==> config.mk <==
export PLATFORM = sky130hd
export DESIGN_NAME = rvCore
export DESIGN_NICKNAME = d
export VERILOG_FILES = /design/src/common/rvIsaPkg.sv /design/src/common/rvPipePkg.sv /design/src/rvCore/rvRegFile.sv /design/src/rvCore/rvDecode.sv /design/src/rvCore/rvExecute.sv /design/src/rvCore/rvHazard.sv /design/src/rvCore/rvCore.sv
export VERILOG_INCLUDE_DIRS = /design/src /design/src/common
export SDC_FILE = /design/constraint.sdc
export NUM_CORES = 2
export LEC_CHECK = 0
export BUFFER_PORTS_ARGS = -buffer_cell sky130_fd_sc_hd__buf_2
export CORE_AREA = 5 5 434 436
export DETAILED_ROUTE_END_ITERATION = 10
export DIE_AREA = 0 0 439 441
export PLACE_DENSITY_LB_ADDON = 0.1
export SETUP_SLACK_MARGIN = 0.5
export SLEW_MARGIN = 20
export SYNTH_ARGS = -nofsm -noshare
export SYNTH_HDL_FRONTEND = slang
export SYNTH_SLANG_ARGS = --single-unit
==> constraint.sdc <==
create_clock -name clk -period 6.2 [get_ports clk]
set_input_delay 0.62 -clock clk [delete_from_list [all_inputs] [get_ports clk]]
set_output_delay 0.62 -clock clk [all_outputs]
set_load 0.03 [all_outputs]
==> src/common/rv_settings.svh <==
`ifndef RV_SETTINGS_SVH
`define RV_SETTINGS_SVH

// data and address width
`define RV_XLEN 32
`define RV_REGS 32

// fetch starts here after reset
`define RV_RESET_PC 32'h0000_0000
`define RV_PC_STEP 32'd4

`endif

==> src/common/rvIsaPkg.sv <==
`include "rv_settings.svh"

package rvIsaPkg;

    typedef logic [`RV_XLEN-1:0] word;
    typedef logic [4:0] regIdx;

    // only the opcodes this core executes
    typedef enum logic [6:0] {
        OP_REG    = 7'b0110011,
        OP_IMM    = 7'b0010011,
        OP_LOAD   = 7'b0000011,
        OP_STORE  = 7'b0100011,
        OP_BRANCH = 7'b1100011
    } opcode;

    typedef enum logic [3:0] {
        ALU_ADD = 4'd0,
        ALU_SUB = 4'd1,
        ALU_AND = 4'd2,
        ALU_OR  = 4'd3,
        ALU_XOR = 4'd4,
        ALU_SLT = 4'd5,
        ALU_SLL = 4'd6,
        ALU_SRL = 4'd7,
        ALU_SRA = 4'd8
    } aluOp;

    typedef struct packed {
        logic [6:0] funct7;
        regIdx      rs2;
        regIdx      rs1;
        logic [2:0] funct3;
        regIdx      rd;
        opcode      op;
    } rFmt;

    typedef struct packed {
        logic [11:0] imm;
        regIdx       rs1;
        logic [2:0]  funct3;
        regIdx       rd;
        opcode       op;
    } iFmt;

    typedef struct packed {
        logic [6:0] immHi;
        regIdx      rs2;
        regIdx      rs1;
        logic [2:0] funct3;
        logic [4:0] immLo;
        opcode      op;
    } sFmt;

    // branch offset bits are scattered, bit 0 implied zero
    typedef struct packed {
        logic       imm12;
        logic [5:0] imm10to5;
        regIdx      rs2;
        regIdx      rs1;
        logic [2:0] funct3;
        logic [3:0] imm4to1;
        logic       imm11;
        opcode      op;
    } bFmt;

    typedef union packed {
        rFmt r;
        iFmt i;
        sFmt s;
        bFmt b;
    } instrWord;

endpackage

==> src/common/rvPipePkg.sv <==
package rvPipePkg;

    typedef struct packed {
        logic aluSrc;   // operand 2 is the immediate
        logic isImmOp;  // OP_IMM, funct7 only for shifts
        logic isBranch;
    } exCtrl;

    typedef struct packed {
        logic memRead;
        logic memWrite;
    } memCtrl;

    typedef struct packed {
        logic regWrite;
        logic memToReg;
    } wbCtrl;

    typedef struct packed {
        rvIsaPkg::word      pc;
        rvIsaPkg::instrWord instr;
    } ifIdReg;

    typedef struct packed {
        rvIsaPkg::word   pc;
        exCtrl           ex;
        memCtrl          mem;
        wbCtrl           wb;
        rvIsaPkg::word   rData1;
        rvIsaPkg::word   rData2;
        rvIsaPkg::word   imm;
        rvIsaPkg::regIdx rs1;
        rvIsaPkg::regIdx rs2;
        rvIsaPkg::regIdx rd;
        logic [2:0]      funct3;
        logic            funct7b5;
    } idExReg;

    typedef struct packed {
        memCtrl          mem;
        wbCtrl           wb;
        rvIsaPkg::word   aluOut;
        rvIsaPkg::word   storeData;
        rvIsaPkg::regIdx rd;
    } exMemReg;

    typedef struct packed {
        wbCtrl           wb;
        rvIsaPkg::word   loadData;
        rvIsaPkg::word   aluOut;
        rvIsaPkg::regIdx rd;
    } memWbReg;

    typedef enum logic [1:0] {
        FWD_NONE = 2'd0,
        FWD_MEM  = 2'd1,
        FWD_WB   = 2'd2
    } fwdSel;

    typedef struct packed {
        logic          ren;
        rvIsaPkg::word addr;
    } icacheReq;

    // same response shape from both caches
    typedef struct packed {
        logic          stall;
        rvIsaPkg::word rdata;
    } cacheRsp;

    typedef struct packed {
        logic          ren;
        logic          wen;
        rvIsaPkg::word addr;
        rvIsaPkg::word wdata;
    } dcacheReq;

endpackage

==> src/rvCore/rvRegFile.sv <==
`timescale 1ns/100ps
`include "rv_settings.svh"

module rvRegFile (
    input  logic            clk,
    input  logic            rst_n,
    input  rvIsaPkg::regIdx rs1,
    input  rvIsaPkg::regIdx rs2,
    input  rvIsaPkg::regIdx rd,
    input  rvIsaPkg::word   wData,
    input  logic            regWrite,
    output rvIsaPkg::word   rData1,
    output rvIsaPkg::word   rData2
);

    rvIsaPkg::word regs [`RV_REGS];
    logic          wrEn;

    assign wrEn = regWrite && (rd != '0);   // x0 never written

    always_ff @(posedge clk) begin
        if (!rst_n) begin
            for (int k = 0; k < `RV_REGS; k++) begin
                regs[k] <= '0;
            end
        end else if (wrEn) begin
            regs[rd] <= wData;
        end
    end

    // write-first, decode sees this cycle's writeback
    assign rData1 = (rs1 == '0) ? '0 : (wrEn && rd == rs1) ? wData : regs[rs1];
    assign rData2 = (rs2 == '0) ? '0 : (wrEn && rd == rs2) ? wData : regs[rs2];

endmodule

==> src/rvCore/rvDecode.sv <==
`timescale 1ns/100ps

module rvDecode (
    input  logic               clk,
    input  logic               rst_n,
    input  logic               freeze,
    input  logic               holdFront,
    input  logic               flush,
    input  rvPipePkg::ifIdReg  ifId,
    input  rvIsaPkg::word      rData1,
    input  rvIsaPkg::word      rData2,
    output rvIsaPkg::regIdx    rs1,
    output rvIsaPkg::regIdx    rs2,
    output rvPipePkg::idExReg  idEx
);

    rvIsaPkg::instrWord instr;
    rvPipePkg::exCtrl   exNext;
    rvPipePkg::memCtrl  memNext;
    rvPipePkg::wbCtrl   wbNext;
    rvIsaPkg::word      immNext;
    rvPipePkg::idExReg  idExNext;

    assign instr = ifId.instr;

    // register fields sit at the same bits in every format
    assign rs1 = instr.r.rs1;
    assign rs2 = instr.r.rs2;

    // main control and immediate select
    always_comb begin
        exNext  = '0;
        memNext = '0;
        wbNext  = '0;
        immNext = '0;
        case (instr.r.op)
            rvIsaPkg::OP_REG: begin
                wbNext.regWrite = 1'b1;
            end
            rvIsaPkg::OP_IMM: begin
                exNext.aluSrc   = 1'b1;
                exNext.isImmOp  = 1'b1;
                wbNext.regWrite = 1'b1;
                immNext         = rvIsaPkg::word'($signed(instr.i.imm));
            end
            rvIsaPkg::OP_LOAD: begin
                exNext.aluSrc   = 1'b1;
                memNext.memRead = 1'b1;
                wbNext.regWrite = 1'b1;
                wbNext.memToReg = 1'b1;
                immNext         = rvIsaPkg::word'($signed(instr.i.imm));
            end
            rvIsaPkg::OP_STORE: begin
                exNext.aluSrc    = 1'b1;
                memNext.memWrite = 1'b1;
                immNext = rvIsaPkg::word'($signed({instr.s.immHi, instr.s.immLo}));
            end
            rvIsaPkg::OP_BRANCH: begin
                exNext.isBranch = 1'b1;
                immNext = rvIsaPkg::word'($signed({instr.b.imm12, instr.b.imm11,
                                                   instr.b.imm10to5, instr.b.imm4to1, 1'b0}));
            end
            default: ;  // unknown opcode runs as a nop
        endcase
    end

    always_comb begin
        idExNext.pc       = ifId.pc;
        idExNext.ex       = exNext;
        idExNext.mem      = memNext;
        idExNext.wb       = wbNext;
        idExNext.rData1   = rData1;
        idExNext.rData2   = rData2;
        idExNext.imm      = immNext;
        idExNext.rs1      = instr.r.rs1;
        idExNext.rs2      = instr.r.rs2;
        idExNext.rd       = instr.r.rd;
        idExNext.funct3   = instr.r.funct3;
        idExNext.funct7b5 = instr.r.funct7[5];
    end

    always_ff @(posedge clk) begin
        if (!rst_n) begin
            idEx <= '0;
        end else if (freeze) begin
            idEx <= idEx;
        end else if (holdFront || flush) begin
            idEx <= '0;     // bubble
        end else begin
            idEx <= idExNext;
        end
    end

endmodule

==> src/rvCore/rvExecute.sv <==
`timescale 1ns/100ps

module rvExecute (
    input  logic               clk,
    input  logic               rst_n,
    input  logic               freeze,
    input  logic               flush,
    input  rvPipePkg::idExReg  idEx,
    input  rvIsaPkg::word      loadData,
    output rvPipePkg::exMemReg exMem,
    output rvPipePkg::memWbReg memWb,
    output rvIsaPkg::word      wbData,
    output logic               branchTaken,
    output rvIsaPkg::word      branchTarget
);

    rvPipePkg::fwdSel fwd1;
    rvPipePkg::fwdSel fwd2;
    rvIsaPkg::word    op1;
    rvIsaPkg::word    op2Fwd;
    rvIsaPkg::word    op2;
    rvIsaPkg::aluOp   aluSel;
    rvIsaPkg::word    aluOut;

    // memory stage wins over writeback and x0 is never forwarded
    function automatic rvPipePkg::fwdSel pickFwd(input rvIsaPkg::regIdx src);
        if (src == '0) begin
            return rvPipePkg::FWD_NONE;
        end
        if (exMem.wb.regWrite && exMem.rd == src) begin
            return rvPipePkg::FWD_MEM;
        end
        if (memWb.wb.regWrite && memWb.rd == src) begin
            return rvPipePkg::FWD_WB;
        end
        return rvPipePkg::FWD_NONE;
    endfunction

    function automatic rvIsaPkg::word fwdMux(input rvPipePkg::fwdSel sel,
                                             input rvIsaPkg::word regVal);
        case (sel)
            rvPipePkg::FWD_MEM: return exMem.aluOut;
            rvPipePkg::FWD_WB:  return wbData;
            default:            return regVal;
        endcase
    endfunction

    assign wbData = memWb.wb.memToReg ? memWb.loadData : memWb.aluOut;

    always_comb begin
        fwd1   = pickFwd(idEx.rs1);
        fwd2   = pickFwd(idEx.rs2);
        op1    = fwdMux(fwd1, idEx.rData1);
        op2Fwd = fwdMux(fwd2, idEx.rData2);
    end

    assign op2 = idEx.ex.aluSrc ? idEx.imm : op2Fwd;

    // loads and stores fall through to add
    always_comb begin
        aluSel = rvIsaPkg::ALU_ADD;
        if (!idEx.ex.aluSrc || idEx.ex.isImmOp) begin
            case (idEx.funct3)
                3'b000:  aluSel = (!idEx.ex.aluSrc && idEx.funct7b5) ? rvIsaPkg::ALU_SUB
                                                                     : rvIsaPkg::ALU_ADD;
                3'b001:  aluSel = rvIsaPkg::ALU_SLL;
                3'b010:  aluSel = rvIsaPkg::ALU_SLT;
                3'b100:  aluSel = rvIsaPkg::ALU_XOR;
                3'b101:  aluSel = idEx.funct7b5 ? rvIsaPkg::ALU_SRA : rvIsaPkg::ALU_SRL;
                3'b110:  aluSel = rvIsaPkg::ALU_OR;
                3'b111:  aluSel = rvIsaPkg::ALU_AND;
                default: aluSel = rvIsaPkg::ALU_ADD;
            endcase
        end
    end

    always_comb begin
        case (aluSel)
            rvIsaPkg::ALU_SUB: aluOut = op1 - op2;
            rvIsaPkg::ALU_AND: aluOut = op1 & op2;
            rvIsaPkg::ALU_OR:  aluOut = op1 | op2;
            rvIsaPkg::ALU_XOR: aluOut = op1 ^ op2;
            rvIsaPkg::ALU_SLT: aluOut = rvIsaPkg::word'($signed(op1) < $signed(op2));
            rvIsaPkg::ALU_SLL: aluOut = op1 << op2[4:0];
            rvIsaPkg::ALU_SRL: aluOut = op1 >> op2[4:0];
            rvIsaPkg::ALU_SRA: aluOut = $signed(op1) >>> op2[4:0];
            default:           aluOut = op1 + op2;
        endcase
    end

    // funct3 bit 0 picks bne over beq
    assign branchTaken  = idEx.ex.isBranch & (idEx.funct3[0] ^ (op1 == op2Fwd));
    assign branchTarget = idEx.pc + idEx.imm;

    always_ff @(posedge clk) begin
        if (!rst_n) begin
            exMem <= '0;
        end else if (!freeze) begin
            exMem.mem <= idEx.mem;
            exMem.wb  <= idEx.wb;
            exMem.rd  <= idEx.rd;
            if (!flush) begin   // taken branch carries no result
                exMem.aluOut    <= aluOut;
                exMem.storeData <= op2Fwd;
            end
        end
    end

    always_ff @(posedge clk) begin
        if (!rst_n) begin
            memWb <= '0;
        end else if (!freeze) begin
            memWb.wb       <= exMem.wb;
            memWb.loadData <= loadData;
            memWb.aluOut   <= exMem.aluOut;
            memWb.rd       <= exMem.rd;
        end
    end

endmodule

==> src/rvCore/rvHazard.sv <==
`timescale 1ns/100ps

module rvHazard (
    input  rvIsaPkg::regIdx rs1,
    input  rvIsaPkg::regIdx rs2,
    input  rvIsaPkg::regIdx exRd,
    input  logic            exMemRead,
    input  logic            iStall,
    input  logic            dStall,
    input  logic            branchTaken,
    output logic            freeze,
    output logic            holdFront,
    output logic            flush
);

    logic loadUse;

    // either cache busy stops every stage
    assign freeze = iStall | dStall;

    // load result not ready for the instruction behind it
    assign loadUse = exMemRead && (exRd != '0) && ((exRd == rs1) || (exRd == rs2));

    assign holdFront = loadUse & ~freeze;
    assign flush     = branchTaken & ~freeze;   // drops IF/ID and ID/EX

endmodule

==> src/rvCore/rvCore.sv <==
`timescale 1ns/100ps
`include "rv_settings.svh"

module rvCore (
    input  logic                clk,
    input  logic                rst_n,
    input  rvPipePkg::cacheRsp  icacheRsp,
    input  rvPipePkg::cacheRsp  dcacheRsp,
    output rvPipePkg::icacheReq icacheReq,
    output rvPipePkg::dcacheReq dcacheReq
);

    rvIsaPkg::word      pc;
    rvIsaPkg::word      pcNext;
    rvPipePkg::ifIdReg  ifId;
    rvPipePkg::idExReg  idEx;
    rvPipePkg::exMemReg exMem;
    rvPipePkg::memWbReg memWb;

    rvIsaPkg::regIdx    rs1;
    rvIsaPkg::regIdx    rs2;
    rvIsaPkg::word      rData1;
    rvIsaPkg::word      rData2;
    rvIsaPkg::word      wbData;
    rvIsaPkg::word      branchTarget;
    logic               branchTaken;
    logic               freeze;
    logic               holdFront;
    logic               flush;

    // fetch side
    assign icacheReq.ren  = 1'b1;
    assign icacheReq.addr = pc;

    // memory stage access straight from EX/MEM
    assign dcacheReq.ren   = exMem.mem.memRead;
    assign dcacheReq.wen   = exMem.mem.memWrite & ~icacheRsp.stall; // no repeat write while frozen
    assign dcacheReq.addr  = exMem.aluOut;
    assign dcacheReq.wdata = exMem.storeData;

    always_comb begin
        if (freeze || holdFront) begin
            pcNext = pc;
        end else if (branchTaken) begin
            pcNext = branchTarget;
        end else begin
            pcNext = pc + `RV_PC_STEP;
        end
    end

    always_ff @(posedge clk) begin
        if (!rst_n) begin
            pc <= `RV_RESET_PC;
        end else begin
            pc <= pcNext;
        end
    end

    always_ff @(posedge clk) begin
        if (!rst_n) begin
            ifId <= '0;
        end else if (freeze) begin
            ifId <= ifId;
        end else if (flush) begin
            ifId <= '0;     // wrong-path fetch dropped
        end else if (!holdFront) begin
            ifId.pc    <= pc;
            ifId.instr <= icacheRsp.rdata;
        end
    end

    rvDecode decode_i (
        .clk       (clk),
        .rst_n     (rst_n),
        .freeze    (freeze),
        .holdFront (holdFront),
        .flush     (flush),
        .ifId      (ifId),
        .rData1    (rData1),
        .rData2    (rData2),
        .rs1       (rs1),
        .rs2       (rs2),
        .idEx      (idEx)
    );

    rvRegFile regFile_i (
        .clk      (clk),
        .rst_n    (rst_n),
        .rs1      (rs1),
        .rs2      (rs2),
        .rd       (memWb.rd),
        .wData    (wbData),
        .regWrite (memWb.wb.regWrite),
        .rData1   (rData1),
        .rData2   (rData2)
    );

    rvExecute execute_i (
        .clk          (clk),
        .rst_n        (rst_n),
        .freeze       (freeze),
        .flush        (flush),
        .idEx         (idEx),
        .loadData     (dcacheRsp.rdata),
        .exMem        (exMem),
        .memWb        (memWb),
        .wbData       (wbData),
        .branchTaken  (branchTaken),
        .branchTarget (branchTarget)
    );

    rvHazard hazard_i (
        .rs1         (rs1),
        .rs2         (rs2),
        .exRd        (idEx.rd),
        .exMemRead   (idEx.mem.memRead),
        .iStall      (icacheRsp.stall),
        .dStall      (dcacheRsp.stall),
        .branchTaken (branchTaken),
        .freeze      (freeze),
        .holdFront   (holdFront),
        .flush       (flush)
    );

endmodule

After elaboration in Yosys (flattened, before gate mapping)
Memory sizes are Yosys's and may differ from the RTL's. A register that Yosys moved wholly into a read port is not among the register bits.
Cells that the tools add are included.
Storage, ports and cells
  output and inout bits: 99
  memories kept: 1
  input bits: 68
  memory bits (writable): 1024
  logic and storage cells: 172
  bits in registers: 394
Cells by class
  bitwise logic cells: 12
  shifts and indexed selects: 3
  equality and inequality tests: 33
  magnitude comparators: 1
  add/sub/neg operators: 4
  reductions and logical operators: 28
  multiplexer cells: 59
Memory list
  regFile_i.regs: words 32, bits a word 32, rd ports 2, clocked after memory_dff 2, wr ports 32, RTL line rvRegFile.sv:16  | rvIsaPkg::word regs [`RV_REGS];
Operator list (count)
  $mux W32: 8
  $pmux W32 S8: 1
  $mux W154: 1
  $mux W64: 2
  $pmux W32 S2: 2
  $pmux W32 S3: 1
  $add A32 B32 Y32: 2
  $eq A5 B5 Y1: 8
  $add A32 B3 Y32 const B: 1
  $and A32 B32 Y32: 1
  $eq A32 B32 Y1: 1
  $lt A32 B32 Y1: 1
  $or A32 B32 Y32: 1
  $reduce_or A32 Y1: 1
  $shl A32 B5 Y32: 1
  $shr A32 B5 Y32: 1
  $sshr A32 B5 Y32: 1
  $sub A32 B32 Y32: 1
  $xor A32 B32 Y32: 1
  $pmux W4 S7: 1
  $mux W5: 5
  $mux W1: 24
  $mux W2: 12
  $logic_not A5 Y1: 4
  other kinds (27): 58

Longest topological paths before layout
  word-level depth: 19
  depth in mapped cells: 29
  depth with buffers taken out: 23

Cells and area by module
From an unflattened synthesis, not the netlist that was laid out.
Second synthesis, totals
  cells, all modules: 7420
  area, all modules: 83427.5 um^2
Modules (own cells, without submodules)
  rvRegFile: area each 55782.2 um^2, times used 1, cells each 3919, sequential area each 30749.5 um^2
  rvExecute: area each 18277.5 um^2, times used 1, cells each 2496, sequential area each 2882.8 um^2
  rvDecode: area each 5112.4 um^2, times used 1, cells each 500, sequential area each 2682.6 um^2
  rvCore: area each 4108.9 um^2, times used 1, cells each 485, sequential area each 1921.8 um^2
  rvHazard: area each 146.4 um^2, times used 1, cells each 20, sequential area each 0.0 um^2

Least setup slack after synthesis
No wires, ideal clock.
  kind: register to register
  from: register decode_i.idEx[10] (netlist name)
  to: register execute_i.exMem[57] (netlist name)
  data arrival time: 5.755 ns
  setup time: 0.129 ns
  slack: 0.316 ns
  period minus slack after synthesis: 5.884 ns
  required time: 6.071 ns
  buffers on the path: 8
  stages on the path, launching flop included: 29
  cell sequence: dfxtp_1 > xor2_1 > nor4_1 > and3_1 > nor2b_1 > inv_1 > ha_1 > nand2b_1 > buf_2 > buf_2 > buf_4 > buf_4 > o211ai_1 > mux2i_1 > clkbuf_1 > clkbuf_1 > buf_2 > ha_1 > clkbuf_1 > nor2_1 > o211ai_1 > a32oi_1 > a311oi_1 > o31ai_1 > a21o_1 > a21oi_1 > xnor2_1 > a211oi_1 > a31oi_1
Between the ends
  longest elaborated chain between the ends: 16
  elaborated cells on any way between the ends: 35
  those cells by class: add/sub: 2; eq/ne: 5; shift: 3; mux: 14; bitwise: 7; reduce/logical: 4
Ends and longest elaborated chain
  $eq A5 B5 Y1: RTL line rvExecute.sv:33  | if (memWb.wb.regWrite && memWb.rd == src) begin
  $logic_and A1 B1 Y1: RTL line rvExecute.sv:33
  $mux W1 (2 in a row): RTL line rvExecute.sv:33
  $mux W1: RTL line rvExecute.sv:30  | if (exMem.wb.regWrite && exMem.rd == src) begin
  $mux W2: RTL line rvExecute.sv:36  | return rvPipePkg::FWD_NONE;
  $mux W2: RTL line rvExecute.sv:33
  $mux W2 *: RTL line rvExecute.sv:30
  $eq A2 B2 Y1 / $eq A2 B1 Y1 (equally long branches): RTL line rvExecute.sv:41  | case (sel)
  $pmux W32 S2 *: RTL line rvExecute.sv:41
  parallel branches: the longest is 6 deep, another holds $add A32 B32 Y32
Every way passes the cells marked *. The select of a mux whose other input is x is not followed.
A chain may end at the register's enable or synchronous reset.

Worst setup path after layout
  from: register decode_i.idEx[11] (netlist name)
  to: register execute_i.exMem[56] (netlist name)
Between the ends
  longest elaborated chain between the ends: 16
  elaborated cells on any way between the ends: 35
  those cells by class: add/sub: 2; eq/ne: 5; shift: 3; mux: 14; bitwise: 7; reduce/logical: 4
Ends and longest elaborated chain (RTL line)
  $eq A5 B5 Y1: rvExecute.sv:33
  $logic_and A1 B1 Y1: rvExecute.sv:33
  $mux W1 (2 in a row): rvExecute.sv:33
  $mux W1: rvExecute.sv:30
  $mux W2: rvExecute.sv:36
  $mux W2: rvExecute.sv:33
  $mux W2 *: rvExecute.sv:30
  $eq A2 B2 Y1 / $eq A2 B1 Y1 (equally long branches): rvExecute.sv:41
  $pmux W32 S2 *: rvExecute.sv:41
  parallel branches: the longest is 6 deep, another holds $add A32 B32 Y32
Marked as above.

==> qor.yml <==
start_util_pct: 43.62
relSlewSlack_pct: 18.85
cp_cell_sequence: "xor2_1 -> nor4_1 -> and3_1 -> nor2b_2 -> inv_1 -> ha_4 -> buf_4 -> a22o_1 -> buf_4 -> o21ai_0 -> nand2_1 -> o21ai_0 -> o21ai_0 -> buf_4 -> nand2_1 -> a21oi_1 -> nor4_1 -> a31oi_1"
drv_cap: 0
die_area_um2: 193600
fin_cells: 9723
cts_sinks: 1407
grt_pass1_vias: 61960
grt.total_usage_pct: 33.30
power_density_nw_per_um2: 256.1
antenna_left: 0
cts-htree-levels: 4
clk_pin_slew_worst_paths_ns: 0.06
synth_edf_count: 1024
layout-drive-gt1-share_pct: 21.99
fillers: 16540
ys_seq_area_share_pct: 47.80
rsz0062_at_grt: "true"
ys_seq_elements: 1407
portBuffers: 165
fp.dieH_um: 441
postSynthCellCount: 7120
switching_power_mw: 6.224
rows: 158
p_int_mw: 17.05
worstSetupPathType: "reg2reg"
area_growth_pct: 13.07
final_common_cell: "nor2_1"
final_max_slew_viol_count: 0
synth_ff_type: "edfxtp_1"
synth_area_leaders: "edfxtp_1, mux4_2, dfxtp_1, nor2_1, a21oi_1"
design.portCount: 167
status: "finished clean"
grt-ovfl-total: 0
tns_ns: 0
postLayoutCellArea_um2: 90870
drc: 0
hold_viol: 0
mappedNetlistArea_um2: 80360
cts_root_buf: "clkbuf_16"
wl_per_cell_um: 33.96
hpwl_um: 204200
p_leak_nw: 30.26
post-route-util_pct: 49.32
vdd_ir_drop_max_mv: 0.2140
period_needed_ns: 5.498
worst_pin_slew_ns: 1.217
worst_path_max_delay_cell: "o21ai_0"
grt_max_degree: 146
synth.avg_cell_area_um2: 11.29
min_path_type: "in2reg"
max_freq_mhz: 181.9
dp.cells: 9368
placed_area_um2: 84850
antenna_found_initial: 7
seqPwrFrac_pct: 45.8
post-place-ws_ns: 0.2701
totalWireLength_um: 330200
finClkSkew_ns: 0.05891
numCtsBuffers: 163
crit_path_end_kind: "flip-flop"
clockPowerShare_pct: 41.5
yosys_warnings: 0
critPathArrivalTime_ns: 6.17
worst_slack_ns: 0.7019
clk_path_buf_depth: 3
yosys.area.top_type_share_pct: 38.26
drt-initial-drc-count: 8528
drtPass1Iterations: 7
die_w_um: 439
gp_congestion: 0.9816
core_um2: 184200
grt_first_pass_wirelength_um: 463300
cts_tree: "done"
cp.required_ns: 6.87
yosysUniqueCellTypes: 89
vias_per_cell: 6.620
switching_share_pct: 26.74
setup_viol: 0
fin_crit_sh_pct: 88.68
synth_top_cell_by_area: "edfxtp_1"
final_cell_mix: "nor2_1, edfxtp_1, mux4_2"
ys_async_sr_fraction_pct: 0
num_vias: 64370
insertion_delay_ns: 0.83
slowest_delay_ns: 0.87
pwr-share-comb_pct: 12.7
critPathMaxFanout: 12
fin_nets: 7309
start_kind: "flip-flop"
[sequential cells by signal, summed over array words and instances (netlist names), named ones only]
signal	count
execute_i.memWb	71
pc	32
execute_i.exMem	72
decode_i.idEx	134
regFile_i.regs	1024
ifId	64
[worst paths after layout]
path | startpoint | to | slack [ns] | depth (start not counted)
min | dcacheRsp[17] | execute_i.memWb[54] | 0.06 | 3
min reg2reg | execute_i.exMem[33] | execute_i.exMem[33] | 0.46 | 2
max reg2reg | decode_i.idEx[11] | execute_i.exMem[56] | 0.70 | 18
max | decode_i.idEx[11] | execute_i.exMem[56] | 0.70 | 18
[cell usage after synthesis, types with 103 or more instances]
cell type / instances
nor2_1: 1373
buf_1: 107
a21oi_1: 412
o211ai_1: 103
o21ai_0: 215
ha_1: 133
mux4_2: 648
a22oi_1: 140
inv_1: 115
nand3_1: 110
nand2_1: 465
a211oi_1: 121
clkbuf_1: 480
edfxtp_1: 1024
dfxtp_1: 383
[stage by stage]
stage / power [mW] / hold WS [ns]
floorplan: 12.54 / 0.4312
global placement: 13.68 / 0.4438
detailed placement: 13.71 / 0.4517
CTS: 23.31 / 0.002004
global route: 23.93 / 0.04219
finish: 23.27 / 0.06364
[metal layers]
metal  vias up  GRT usage [%]  wire, um
met4         4          13.47     15860
met5         -              0        19
met2      3986          52.47    150900
met1     32850          44.74    129100
met3       752          7.667     34430
li1      26780              -         -
[repair_timing]
item | CTS | global route
cloned | 1 | 4
hold buffers | 34 | 0
pin swaps | 2 | 16
endpoints found under the hold margin | 35 | 0
resized for setup | 8 | 45
setup buffers | 3 | 10
endpoints found under the setup margin | 55 | 242
[final cells by class]
class                           instances  area [um2]  share of cell area [%]
Clock buffer                          214        4428                   4.873
Antenna cell                            4       10.01                 0.01102
Timing Repair Buffer                  535        4205                   4.628
Inverter                              122       465.4                  0.5122
Clock inverter                         85       820.8                  0.9033
Tap cell                             2480        3103                   3.415
Sequential cell                      1407       38460                   42.33
Multi-Input combinational cell       4876       39380                   43.33
[critical path, delay by kind of cell (launching register included)]
| kind | cells | cell delay [ns] |
|---|---|---|
| compound gates | 6 | 2.11 |
| flops | 1 | 0.35 |
| simple gates | 6 | 1.63 |
| xor+xnor | 1 | 0.17 |
| buf+inv | 4 | 0.77 |
| fa+ha+maj | 1 | 0.29 |
[cell families (layout without fill, tap and decap cells)]
| kind of cell | Yosys count | count (layout) | share of synthesized area [%] |
|---|---|---|---|
| AOI/OAI and AO/OA | 1476 | 1476 | 12.18 |
| adders and majority gates | 136 | 136 | 2.145 |
| buffers and inverters | 869 | 956 | 4.571 |
| DFF | 1407 | 1407 | 47.80 |
| and+or+nand+nor | 2387 | 2388 | 12.78 |
| muxes | 755 | 755 | 19.55 |
| xor gates and xnor gates | 88 | 88 | 0.9591 |
| other | 2 | 37 | 0.009345 |
[power groups by stage]
| stage | Combinational [mW] | Sequential (mW) | Clock, mW |
|---|---|---|---|
| finish | 2.96 | 10.7 | 9.65 |
| global placement | 2.85 | 10.8 | 0 |
| global route | 3.09 | 10.7 | 10.2 |
| floorplan | 1.85 | 10.7 | 0 |
| detailed placement | 2.86 | 10.8 | 0 |
| CTS | 2.89 | 10.6 | 9.78 |
(Power assumes the default switching activity.)
